`src/include/ps2_config.svh`:
```
// ======================================================================
// PS/2 input block constants
// input filter depth, frame timeout and pointer screen limits
// ======================================================================

`ifndef PS2_CONFIG_SVH
`define PS2_CONFIG_SVH

// equal clk samples before a new PS/2 clock level is taken
`define PS2_FILTER_LEN 8

// clk cycles without a falling PS/2 clock edge before a partial frame is dropped
// a slow device bit period is about 2500 cycles at 25 MHz
`define PS2_TIMEOUT 6000

// largest pointer coordinates
`define MS_X_MAX 1023
`define MS_Y_MAX 767

`endif

```
`src/source/ps2_pkg.sv`:
```
// ======================================================================
// PS/2 input block types
// byte, key event and mouse report records, FSM states
// ======================================================================

`default_nettype none

package ps2_pkg;

   // one received frame
   typedef struct packed {
      logic       valid;   // one-cycle strobe
      logic       err;     // parity or stop bit bad
      logic [7:0] data;
   } ps2_byte_t;

   // one decoded key
   typedef struct packed {
      logic       valid;
      logic       released;   // F0 seen before code
      logic       extended;   // E0 seen before code
      logic [7:0] code;
   } kbd_event_t;

   // one stream-mode mouse packet
   typedef struct packed {
      logic              valid;
      logic [2:0]        buttons;   // middle, right, left
      logic signed [8:0] dx;
      logic signed [8:0] dy;        // positive is up
   } ms_report_t;

   // frame receiver
   typedef enum logic [1:0] {
      rx_idle,
      rx_data,
      rx_parity,
      rx_stop
   } rx_state_e;

   // position inside a mouse packet
   typedef enum logic [1:0] {
      ms_byte0,
      ms_byte1,
      ms_byte2
   } ms_phase_e;

endpackage

`default_nettype wire

```
`src/source/ps2_rx.sv`:
```
// ======================================================================
// PS/2 device-to-host frame receiver
// synchronises and filters the PS/2 clock, shifts in start, 8 data,
// odd parity and stop, and drops frames that stall
// ======================================================================

`timescale 1ns/10ps
`default_nettype none

`include "ps2_config.svh"

module ps2_rx (
   input  wire logic          clk,
   input  wire logic          reset,
   input  wire logic          ps2_clk_in,
   input  wire logic          ps2_data_in,
   output ps2_pkg::ps2_byte_t rx
);
   import ps2_pkg::*;

   localparam int filt_w = $clog2(`PS2_FILTER_LEN + 1);
   localparam int tmo_w  = $clog2(`PS2_TIMEOUT + 1);
   localparam logic [filt_w-1:0] filt_last = filt_w'(`PS2_FILTER_LEN - 1);
   localparam logic [tmo_w-1:0]  tmo_last  = tmo_w'(`PS2_TIMEOUT - 1);

   logic [1:0]        clk_sync;
   logic [1:0]        data_sync;
   logic              clk_filt;    // accepted PS/2 clock level
   logic [filt_w-1:0] filt_cnt;
   logic              fall;        // accepted falling edge
   rx_state_e         state;
   logic [2:0]        bit_cnt;
   logic [7:0]        shift;
   logic              par_bit;
   logic [tmo_w-1:0]  tmo_cnt;

   // two-flop synchronisers, lines idle high
   always_ff @(posedge clk) begin
      if (reset) begin
         clk_sync  <= 2'b11;
         data_sync <= 2'b11;
      end else begin
         clk_sync  <= {clk_sync[0], ps2_clk_in};
         data_sync <= {data_sync[0], ps2_data_in};
      end
   end

   // level only moves after filt_len differing samples in a row
   always_ff @(posedge clk) begin
      if (reset) begin
         clk_filt <= 1'b1;
         filt_cnt <= '0;
      end else if (clk_sync[1] == clk_filt) begin
         filt_cnt <= '0;
      end else if (filt_cnt == filt_last) begin
         clk_filt <= clk_sync[1];
         filt_cnt <= '0;
      end else begin
         filt_cnt <= filt_cnt + 1'b1;
      end
   end

   assign fall = clk_filt && !clk_sync[1] && (filt_cnt == filt_last);

   always_ff @(posedge clk) begin
      if (reset) begin
         state    <= rx_idle;
         bit_cnt  <= '0;
         tmo_cnt  <= '0;
         rx.valid <= 1'b0;
      end else begin
         rx.valid <= 1'b0;

         if (state == rx_idle || fall)
            tmo_cnt <= '0;
         else
            tmo_cnt <= tmo_cnt + 1'b1;

         case (state)
            rx_idle: begin
               if (fall && !data_sync[1]) begin   // start bit
                  state   <= rx_data;
                  bit_cnt <= '0;
               end
            end
            rx_data: begin
               if (fall) begin
                  shift   <= {data_sync[1], shift[7:1]};   // lsb first
                  bit_cnt <= bit_cnt + 1'b1;
                  if (bit_cnt == 3'd7)
                     state <= rx_parity;
               end
            end
            rx_parity: begin
               if (fall) begin
                  par_bit <= data_sync[1];
                  state   <= rx_stop;
               end
            end
            rx_stop: begin
               if (fall) begin
                  rx.valid <= 1'b1;
                  rx.data  <= shift;
                  // odd parity over data and parity bit, stop must be high
                  rx.err   <= !(^{par_bit, shift}) || !data_sync[1];
                  state    <= rx_idle;
               end
            end
            default: state <= rx_idle;
         endcase

         // device went quiet mid frame
         if (state != rx_idle && !fall && tmo_cnt == tmo_last)
            state <= rx_idle;
      end
   end

endmodule

`default_nettype wire

```
`src/source/kbd_decoder.sv`:
```
// ======================================================================
// Keyboard path
// scan code set 2 bytes to key events, folding the F0 release and
// E0 extended prefixes into the following code
// ======================================================================

`timescale 1ns/10ps
`default_nettype none

module kbd_decoder (
   input  wire logic           clk,
   input  wire logic           reset,
   input  wire logic           ps2_clk_in,
   input  wire logic           ps2_data_in,
   output ps2_pkg::kbd_event_t kbd_event
);
   import ps2_pkg::*;

   localparam logic [7:0] code_release = 8'hf0;
   localparam logic [7:0] code_extend  = 8'he0;

   ps2_byte_t rx;
   logic      rel_pend;   // F0 seen, code still to come
   logic      ext_pend;   // E0 seen

   ps2_rx rx_i (
      .clk         (clk),
      .reset       (reset),
      .ps2_clk_in  (ps2_clk_in),
      .ps2_data_in (ps2_data_in),
      .rx          (rx)
   );

   always_ff @(posedge clk) begin
      if (reset) begin
         rel_pend        <= 1'b0;
         ext_pend        <= 1'b0;
         kbd_event.valid <= 1'b0;
      end else begin
         kbd_event.valid <= 1'b0;
         if (rx.valid) begin
            if (rx.err) begin
               // lost byte, prefixes no longer trustworthy
               rel_pend <= 1'b0;
               ext_pend <= 1'b0;
            end else if (rx.data == code_release) begin
               rel_pend <= 1'b1;
            end else if (rx.data == code_extend) begin
               ext_pend <= 1'b1;
            end else begin
               kbd_event.valid    <= 1'b1;
               kbd_event.released <= rel_pend;
               kbd_event.extended <= ext_pend;
               kbd_event.code     <= rx.data;
               rel_pend           <= 1'b0;
               ext_pend           <= 1'b0;
            end
         end
      end
   end

endmodule

`default_nettype wire

```
`src/source/mouse_tracker.sv`:
```
// ======================================================================
// Mouse path
// assembles three-byte stream mode packets into movement reports,
// resyncs on the always-one bit of the first byte
// ======================================================================

`timescale 1ns/10ps
`default_nettype none

module mouse_tracker (
   input  wire logic           clk,
   input  wire logic           reset,
   input  wire logic           ps2_clk_in,
   input  wire logic           ps2_data_in,
   output ps2_pkg::ms_report_t report
);
   import ps2_pkg::*;

   ps2_byte_t  rx;
   ms_phase_e  phase;
   logic [7:0] head;   // byte0: ovf y, ovf x, sign y, sign x, 1, buttons
   logic [7:0] dx_lo;  // byte1

   // 9-bit two's complement delta, zero when the axis overflowed
   function automatic logic signed [8:0] delta(
      input logic       ovf,
      input logic       sign,
      input logic [7:0] mag
   );
      logic signed [8:0] d;
      d = ovf ? 9'sd0 : $signed({sign, mag});
      return d;
   endfunction

   ps2_rx rx_i (
      .clk         (clk),
      .reset       (reset),
      .ps2_clk_in  (ps2_clk_in),
      .ps2_data_in (ps2_data_in),
      .rx          (rx)
   );

   always_ff @(posedge clk) begin
      if (reset) begin
         phase        <= ms_byte0;
         report.valid <= 1'b0;
      end else begin
         report.valid <= 1'b0;
         if (rx.valid) begin
            if (rx.err) begin
               phase <= ms_byte0;   // start over on next header
            end else begin
               case (phase)
                  ms_byte0: begin
                     if (rx.data[3]) begin   // else stray byte, stay here
                        head  <= rx.data;
                        phase <= ms_byte1;
                     end
                  end
                  ms_byte1: begin
                     dx_lo <= rx.data;
                     phase <= ms_byte2;
                  end
                  ms_byte2: begin
                     report.valid   <= 1'b1;
                     report.buttons <= head[2:0];
                     report.dx      <= delta(head[6], head[4], dx_lo);
                     report.dy      <= delta(head[7], head[5], rx.data);
                     phase          <= ms_byte0;
                  end
                  default: phase <= ms_byte0;
               endcase
            end
         end
      end
   end

endmodule

`default_nettype wire

```
`src/source/kbms_regs.sv`:
```
// ======================================================================
// Keyboard and mouse CPU registers
// key code word, saturating pointer position and ready strobes
// ======================================================================

`timescale 1ns/10ps
`default_nettype none

`include "ps2_config.svh"

module kbms_regs (
   input  wire logic                clk,
   input  wire logic                reset,
   input  wire ps2_pkg::kbd_event_t kbd_event,
   input  wire ps2_pkg::ms_report_t ms_report,
   output logic [15:0]              kb_data,
   output logic                     kb_ready,
   output logic [11:0]              ms_x,
   output logic [11:0]              ms_y,
   output logic [2:0]               ms_button,
   output logic                     ms_ready
);

   localparam logic signed [13:0] x_max = 14'(`MS_X_MAX);
   localparam logic signed [13:0] y_max = 14'(`MS_Y_MAX);

   logic signed [13:0] x_sum;
   logic signed [13:0] y_sum;
   logic [11:0]        x_next;
   logic [11:0]        y_next;

   // screen y grows downward, mouse dy grows upward
   always_comb begin
      x_sum = $signed({2'b00, ms_x}) + {{5{ms_report.dx[8]}}, ms_report.dx};
      y_sum = $signed({2'b00, ms_y}) - {{5{ms_report.dy[8]}}, ms_report.dy};

      if (x_sum < 14'sd0)
         x_next = '0;
      else if (x_sum > x_max)
         x_next = x_max[11:0];
      else
         x_next = x_sum[11:0];

      if (y_sum < 14'sd0)
         y_next = '0;
      else if (y_sum > y_max)
         y_next = y_max[11:0];
      else
         y_next = y_sum[11:0];
   end

   always_ff @(posedge clk) begin
      if (reset) begin
         kb_data   <= '0;
         kb_ready  <= 1'b0;
         ms_x      <= '0;
         ms_y      <= '0;
         ms_button <= '0;
         ms_ready  <= 1'b0;
      end else begin
         kb_ready <= kbd_event.valid;
         ms_ready <= ms_report.valid;
         if (kbd_event.valid)   // release in 15, extended in 8
            kb_data <= {kbd_event.released, 6'b0, kbd_event.extended, kbd_event.code};
         if (ms_report.valid) begin
            ms_x      <= x_next;
            ms_y      <= y_next;
            ms_button <= ms_report.buttons;
         end
      end
   end

endmodule

`default_nettype wire

```
`src/source/ps2_support.sv`:
```
// ======================================================================
// PS/2 input block
// keyboard and mouse receive paths feeding the CPU-facing registers
// ======================================================================

`timescale 1ns/10ps
`default_nettype none

module ps2_support (
   input  wire logic   clk,
   input  wire logic   reset,
   input  wire logic   kb_ps2_clk_in,
   input  wire logic   kb_ps2_data_in,
   input  wire logic   ms_ps2_clk_in,
   input  wire logic   ms_ps2_data_in,
   output logic [15:0] kb_data,
   output logic        kb_ready,
   output logic [11:0] ms_x,
   output logic [11:0] ms_y,
   output logic [2:0]  ms_button,
   output logic        ms_ready
);
   import ps2_pkg::*;

   kbd_event_t kbd_event;
   ms_report_t ms_report;

   kbd_decoder kbd_i (
      .clk         (clk),
      .reset       (reset),
      .ps2_clk_in  (kb_ps2_clk_in),
      .ps2_data_in (kb_ps2_data_in),
      .kbd_event   (kbd_event)
   );

   mouse_tracker mouse_i (
      .clk         (clk),
      .reset       (reset),
      .ps2_clk_in  (ms_ps2_clk_in),
      .ps2_data_in (ms_ps2_data_in),
      .report      (ms_report)
   );

   kbms_regs regs_i (
      .clk       (clk),
      .reset     (reset),
      .kbd_event (kbd_event),
      .ms_report (ms_report),
      .kb_data   (kb_data),
      .kb_ready  (kb_ready),
      .ms_x      (ms_x),
      .ms_y      (ms_y),
      .ms_button (ms_button),
      .ms_ready  (ms_ready)
   );

endmodule

`default_nettype wire

```
`config.mk`:
```
export PLATFORM = sky130hd
export DESIGN_NAME = ps2_support
export DESIGN_NICKNAME = d
export VERILOG_FILES = /design/src/source/ps2_pkg.sv /design/src/source/ps2_rx.sv /design/src/source/kbd_decoder.sv /design/src/source/mouse_tracker.sv /design/src/source/kbms_regs.sv /design/src/source/ps2_support.sv
export VERILOG_INCLUDE_DIRS = /design/src /design/src/include
export SDC_FILE = /design/constraint.sdc
export NUM_CORES = 1
export LEC_CHECK = 0
export ABC_AREA = 0
export BUFFER_PORTS_ARGS = -buffer_cell sky130_fd_sc_hd__buf_2
export CORE_ASPECT_RATIO = 0.5
export CORE_MARGIN = 2
export CORE_UTILIZATION = 50
export CTS_BUF_LIST = sky130_fd_sc_hd__clkbuf_2
export CTS_CLUSTER_DIAMETER = 200
export DETAILED_ROUTE_END_ITERATION = 10
export MAX_ROUTING_LAYER = met4
export PLACE_DENSITY_LB_ADDON = 0.12
export REMOVE_ABC_BUFFERS = 1
export SETUP_SLACK_MARGIN = 0.3
export SLEW_MARGIN = 30
export SYNTH_ARGS = -nofsm -noshare
export SYNTH_HDL_FRONTEND = slang
export SYNTH_SLANG_ARGS = --single-unit
```
`constraint.sdc`:
```
create_clock -name clk -period 5.1 [get_ports clk]
set_clock_uncertainty 0.2 [all_clocks]
set_input_delay 0 -clock clk [delete_from_list [all_inputs] [get_ports clk]]
set_output_delay 0 -clock clk [all_outputs]
set_load 0.03 [all_outputs]
```
==> metrics.md <==
| Metric | Value |
|---|---|
| Vias in the first global route | around 4.8k |
| Initial antenna violation count | 0 |
| Max frequency | slightly above 0.3 GHz |
| Final Hold Vio Count | 0 |
| Worst hold path stage count | 4 |
| Skew-Pair Late Insertion Delay | 0.73 ns |
| GR Util met3 | 0.0444 |
| Final min period | 3.27 ns |
| Power density over the cells | 272 nW/um^2 |
| Num ports | 51 |
| Die area | between 15000 and 20000 um^2 |
| Slowest cell on crit path | edfxtp_1 |
| Worst r2r src | mouse_i.report[8] |
| H-tree levels | 4 |
| Area after DPL | 8400 um^2 |
| Worst r2r dst | regs_i.ms_y[9] |
| Sequential share of power | 0.643 |
| Pin count of the biggest net entering global routing | 52 |
| R2R setup slack | 1.83 ns |
| CTS clk-pin slew, worst paths | between 0.3 and 0.4 ns |
| Initial DRC count | about 290 |
| DRC | 0 |
| GPL Wtd Cong | 0.850 |
| CTS tree | yes |
| First-pass GRT wire length | 22500 um |
| Die Y | 93.3 um |
| Vias post-DR | 5044 |
| Distinct cells, synth | 66 |
| WHS Endpoint | regs_i.kb_data[0] |
| Most frequent cells in the layout | dfxtp_1, edfxtp_1, nor2_1, ha_1, buf_2 |
| Final std cells w/o fill | 992 |
| Sw frac | 0.259 |
| Routed len/inst | 13.0 um |
| Cell Chain, Critical Path | inv_1 -> ha_1 -> a21oi_1 -> o21ai_0 -> and2_0 -> a2111o_1 -> a221oi_2 -> nand3b_1 -> a22o_1 -> a311o_1 |
| Min-Delay Path Class | input pin to flip-flop |
| Total track usage | 0.170 |
| Combinational power share | 0.032 |
| Post-synth ARST share | 0 |
| Post-cts resize count | 0 |
| PortBufs | 44 |
| WP data arrival | 3.73 ns |
| Commonest non-fill, non-tap cell in the layout | dfxtp_1 |
| Share of cells above drive strength 1 | 0.131 |
| Clk sink count | 183 |
| Worst setup EP type | flip-flop |
| Sequential area share after synthesis | 0.563 |
| Worst path max stage delay | roughly 0.5 ns |
| Final #Nets | 827 |
| Outcome | finished, final reports clean |
| #FFs+latches synth | 183 |
| Inserted Diodes | 0 |
| Core Rows | 32 |
| Setup CP Type | flip-flop to flip-flop |
| CTS Buf Count | 17 |
| Max-slew violations | 0 |
| Unrepaired setup endpoints after global routing | false |
| Final setup viols | 0 |
| Detailed-route wire length | 12900 um |
| Ys Warns | 0 |
| Initial Util | 0.514 |
| CP max FO | 9 |
| Number of flops mapped to enable cells by yosys | 82 |
| DP Wirelength | between 9000 and 10000 um |
| GR Layer Usage met1 | 0.215 |
| Core area | approximately 15000 um^2 |
| Root Buffer | clkbuf_2 |
| Leakage | around 3.5 nW |
| Postcts setup bufs | 0 |
| Fin crit share | 0.641 |
| Synthesized area per cell | approximately 11 um^2 |
| Die width | 183 um |
| Max Cap Viol | 0 |
| Clock Power Share | 0.325 |
| Design Area, Final | 8800 um^2 |
| Synth-to-layout area growth | 10.5% |
| GR Overflow Total | 0 |
| ANT nets after route | 0 |
| CP Launch Type | flip-flop |
| Least-Margin Pin Slew | 0.847 ns |
| Worst Reg-to-Reg Cells | 10 |
| Inst Count DP | approximately 950 |
| GR peak layer | met2 |
| Worst relative slew slack | 0.433 |
| P_int | 1.77 mW |
| Required time of the critical path | 5.56 ns |
| Mapped Area | 7970 um^2 |
| Pre-antenna DRT Iters | 4 |
| CTS Hold Bufs | 13 |
| GR Util met2 | 0.275 |
| Peak supply drop | roughly 0.11 mV |
| NetSw | 0.619 mW |
| Routed vias/inst | 5.08 |
| Ys flop type | dfxtp_1 |
| Setup TNS | 0 ns |
| Clock buffer depth | 2 |
| Cells after synthesis | 709 |
| Final core utilization | 0.568 |
| HP Start | reset |
==> power by group through the flow <==
stage               Combinational (mW)  Sequential, mW  Clock [mW]
detailed placement              0.0691            1.57           0
floorplan                       0.0483            1.56           0
global route                    0.0868            1.54       0.882
finish                          0.0754            1.54       0.777
global placement                0.0677            1.57           0
CTS                             0.0766            1.54       0.809
==> synthesized netlist by cell type (6+ instances only) <==
| library cell | number | area [um^2] |
|---|---|---|
| ha_1 | 44 | 551 |
| a21oi_1 | 29 | 145 |
| or2_2 | 10 | 62.6 |
| inv_1 | 39 | 146 |
| buf_4 | 6 | 45.0 |
| nand2b_1 | 6 | 37.5 |
| nor3_1 | 9 | 45.0 |
| and3_1 | 20 | 125 |
| mux2i_1 | 14 | 140 |
| nand2_1 | 36 | 135 |
| nand3_1 | 18 | 90.1 |
| nor2b_1 | 25 | 156 |
| nor2_1 | 79 | 297 |
| a221o_1 | 8 | 80.1 |
| edfxtp_1 | 82 | 2460 |
| o21ai_0 | 19 | 95.1 |
| clkbuf_1 | 10 | 37.5 |
| and2_1 | 15 | 93.8 |
| xor2_1 | 23 | 201 |
| xnor2_1 | 36 | 315 |
| dfxtp_1 | 101 | 2020 |
==> critical path: cells and delay by family (launching register included) <==
kind / cells / cell delay [ns]
AOI/OAI and AO/OA: 6 / 1.64
adders and majority gates: 1 / 0.33
buffers and inverters: 1 / 0.21
DFF: 1 / 0.51
and+or+nand+nor: 2 / 0.31
==> per-layer routing <==
layer	routed length (um)	up-vias
met2	5930	60
met3	386	17
met4	127	0
li1	-	2617
met5	0	-
met1	6430	2350
==> layout make-up <==
type | instances | area [um^2]
inverter | 39 | 146
clock buffer | 17 | 85.1
clock inverter | 15 | 184
timing repair buffer | 60 | 373
tap | 204 | 255
multi-input combinational | 474 | 3270
fill | 1364 | 6690
sequential | 183 | 4480
==> cell families (layout without fill, tap and decap cells) <==
kind of cell,Yosys count,after routing,synth area share
buffers and inverters,57,131,0.0306
flip-flops,183,183,0.563
XOR/XNOR,59,59,0.0649
adder cells (fa/ha/maj),46,46,0.0741
AO/OA/AOI/OAI,102,102,0.0912
multiplexers,16,16,0.0204
AND/OR/NAND/NOR,245,245,0.155
other,1,6,0.000471
==> per-stage QoR <==
step | total power [mW] | worst slack, ns | hold WS (ns)
after detailed placement | 1.63 | 1.88 | -0.0126
after global placement | 1.63 | 1.95 | -0.0151
final | 2.39 | 1.83 | 0.152
after floorplan | 1.61 | 1.98 | -0.129
after global routing | 2.51 | 1.60 | 0.108
after CTS | 2.42 | 1.86 | 0.101
==> worst max-delay path by stage <==
stage | end | startpoint | slack, ns
finish | regs_i.ms_y[9] | mouse_i.report[8] | 1.83
global route | regs_i.ms_y[5] | mouse_i.report[8] | 1.60
global placement | regs_i.ms_y[9] | mouse_i.report[8] | 1.95
floorplan | mouse_i.report[0] | mouse_i.rx_i.rx[8] | 1.98
detailed placement | regs_i.ms_y[0] | mouse_i.report[8] | 1.88
CTS | regs_i.ms_y[5] | mouse_i.report[8] | 1.86
==> flip-flops by register name (all words and copies together) (netlist names), 3 cells and up <==
signal and flops:
mouse_i.report 22, kbd_i.rx_i.tmo_cnt 13, mouse_i.rx_i.tmo_cnt 13, regs_i.ms_x 12, regs_i.ms_y 12, kbd_i.kbd_event 11
kbd_i.rx_i.rx 10, mouse_i.rx_i.rx 10, regs_i.kb_data 10, kbd_i.rx_i.shift 8, mouse_i.dx_lo 8, mouse_i.rx_i.shift 8
mouse_i.head 7, kbd_i.rx_i.filt_cnt 4, mouse_i.rx_i.filt_cnt 4, kbd_i.rx_i.bit_cnt 3, mouse_i.rx_i.bit_cnt 3, regs_i.ms_button 3
(Power assumes the default switching activity.)
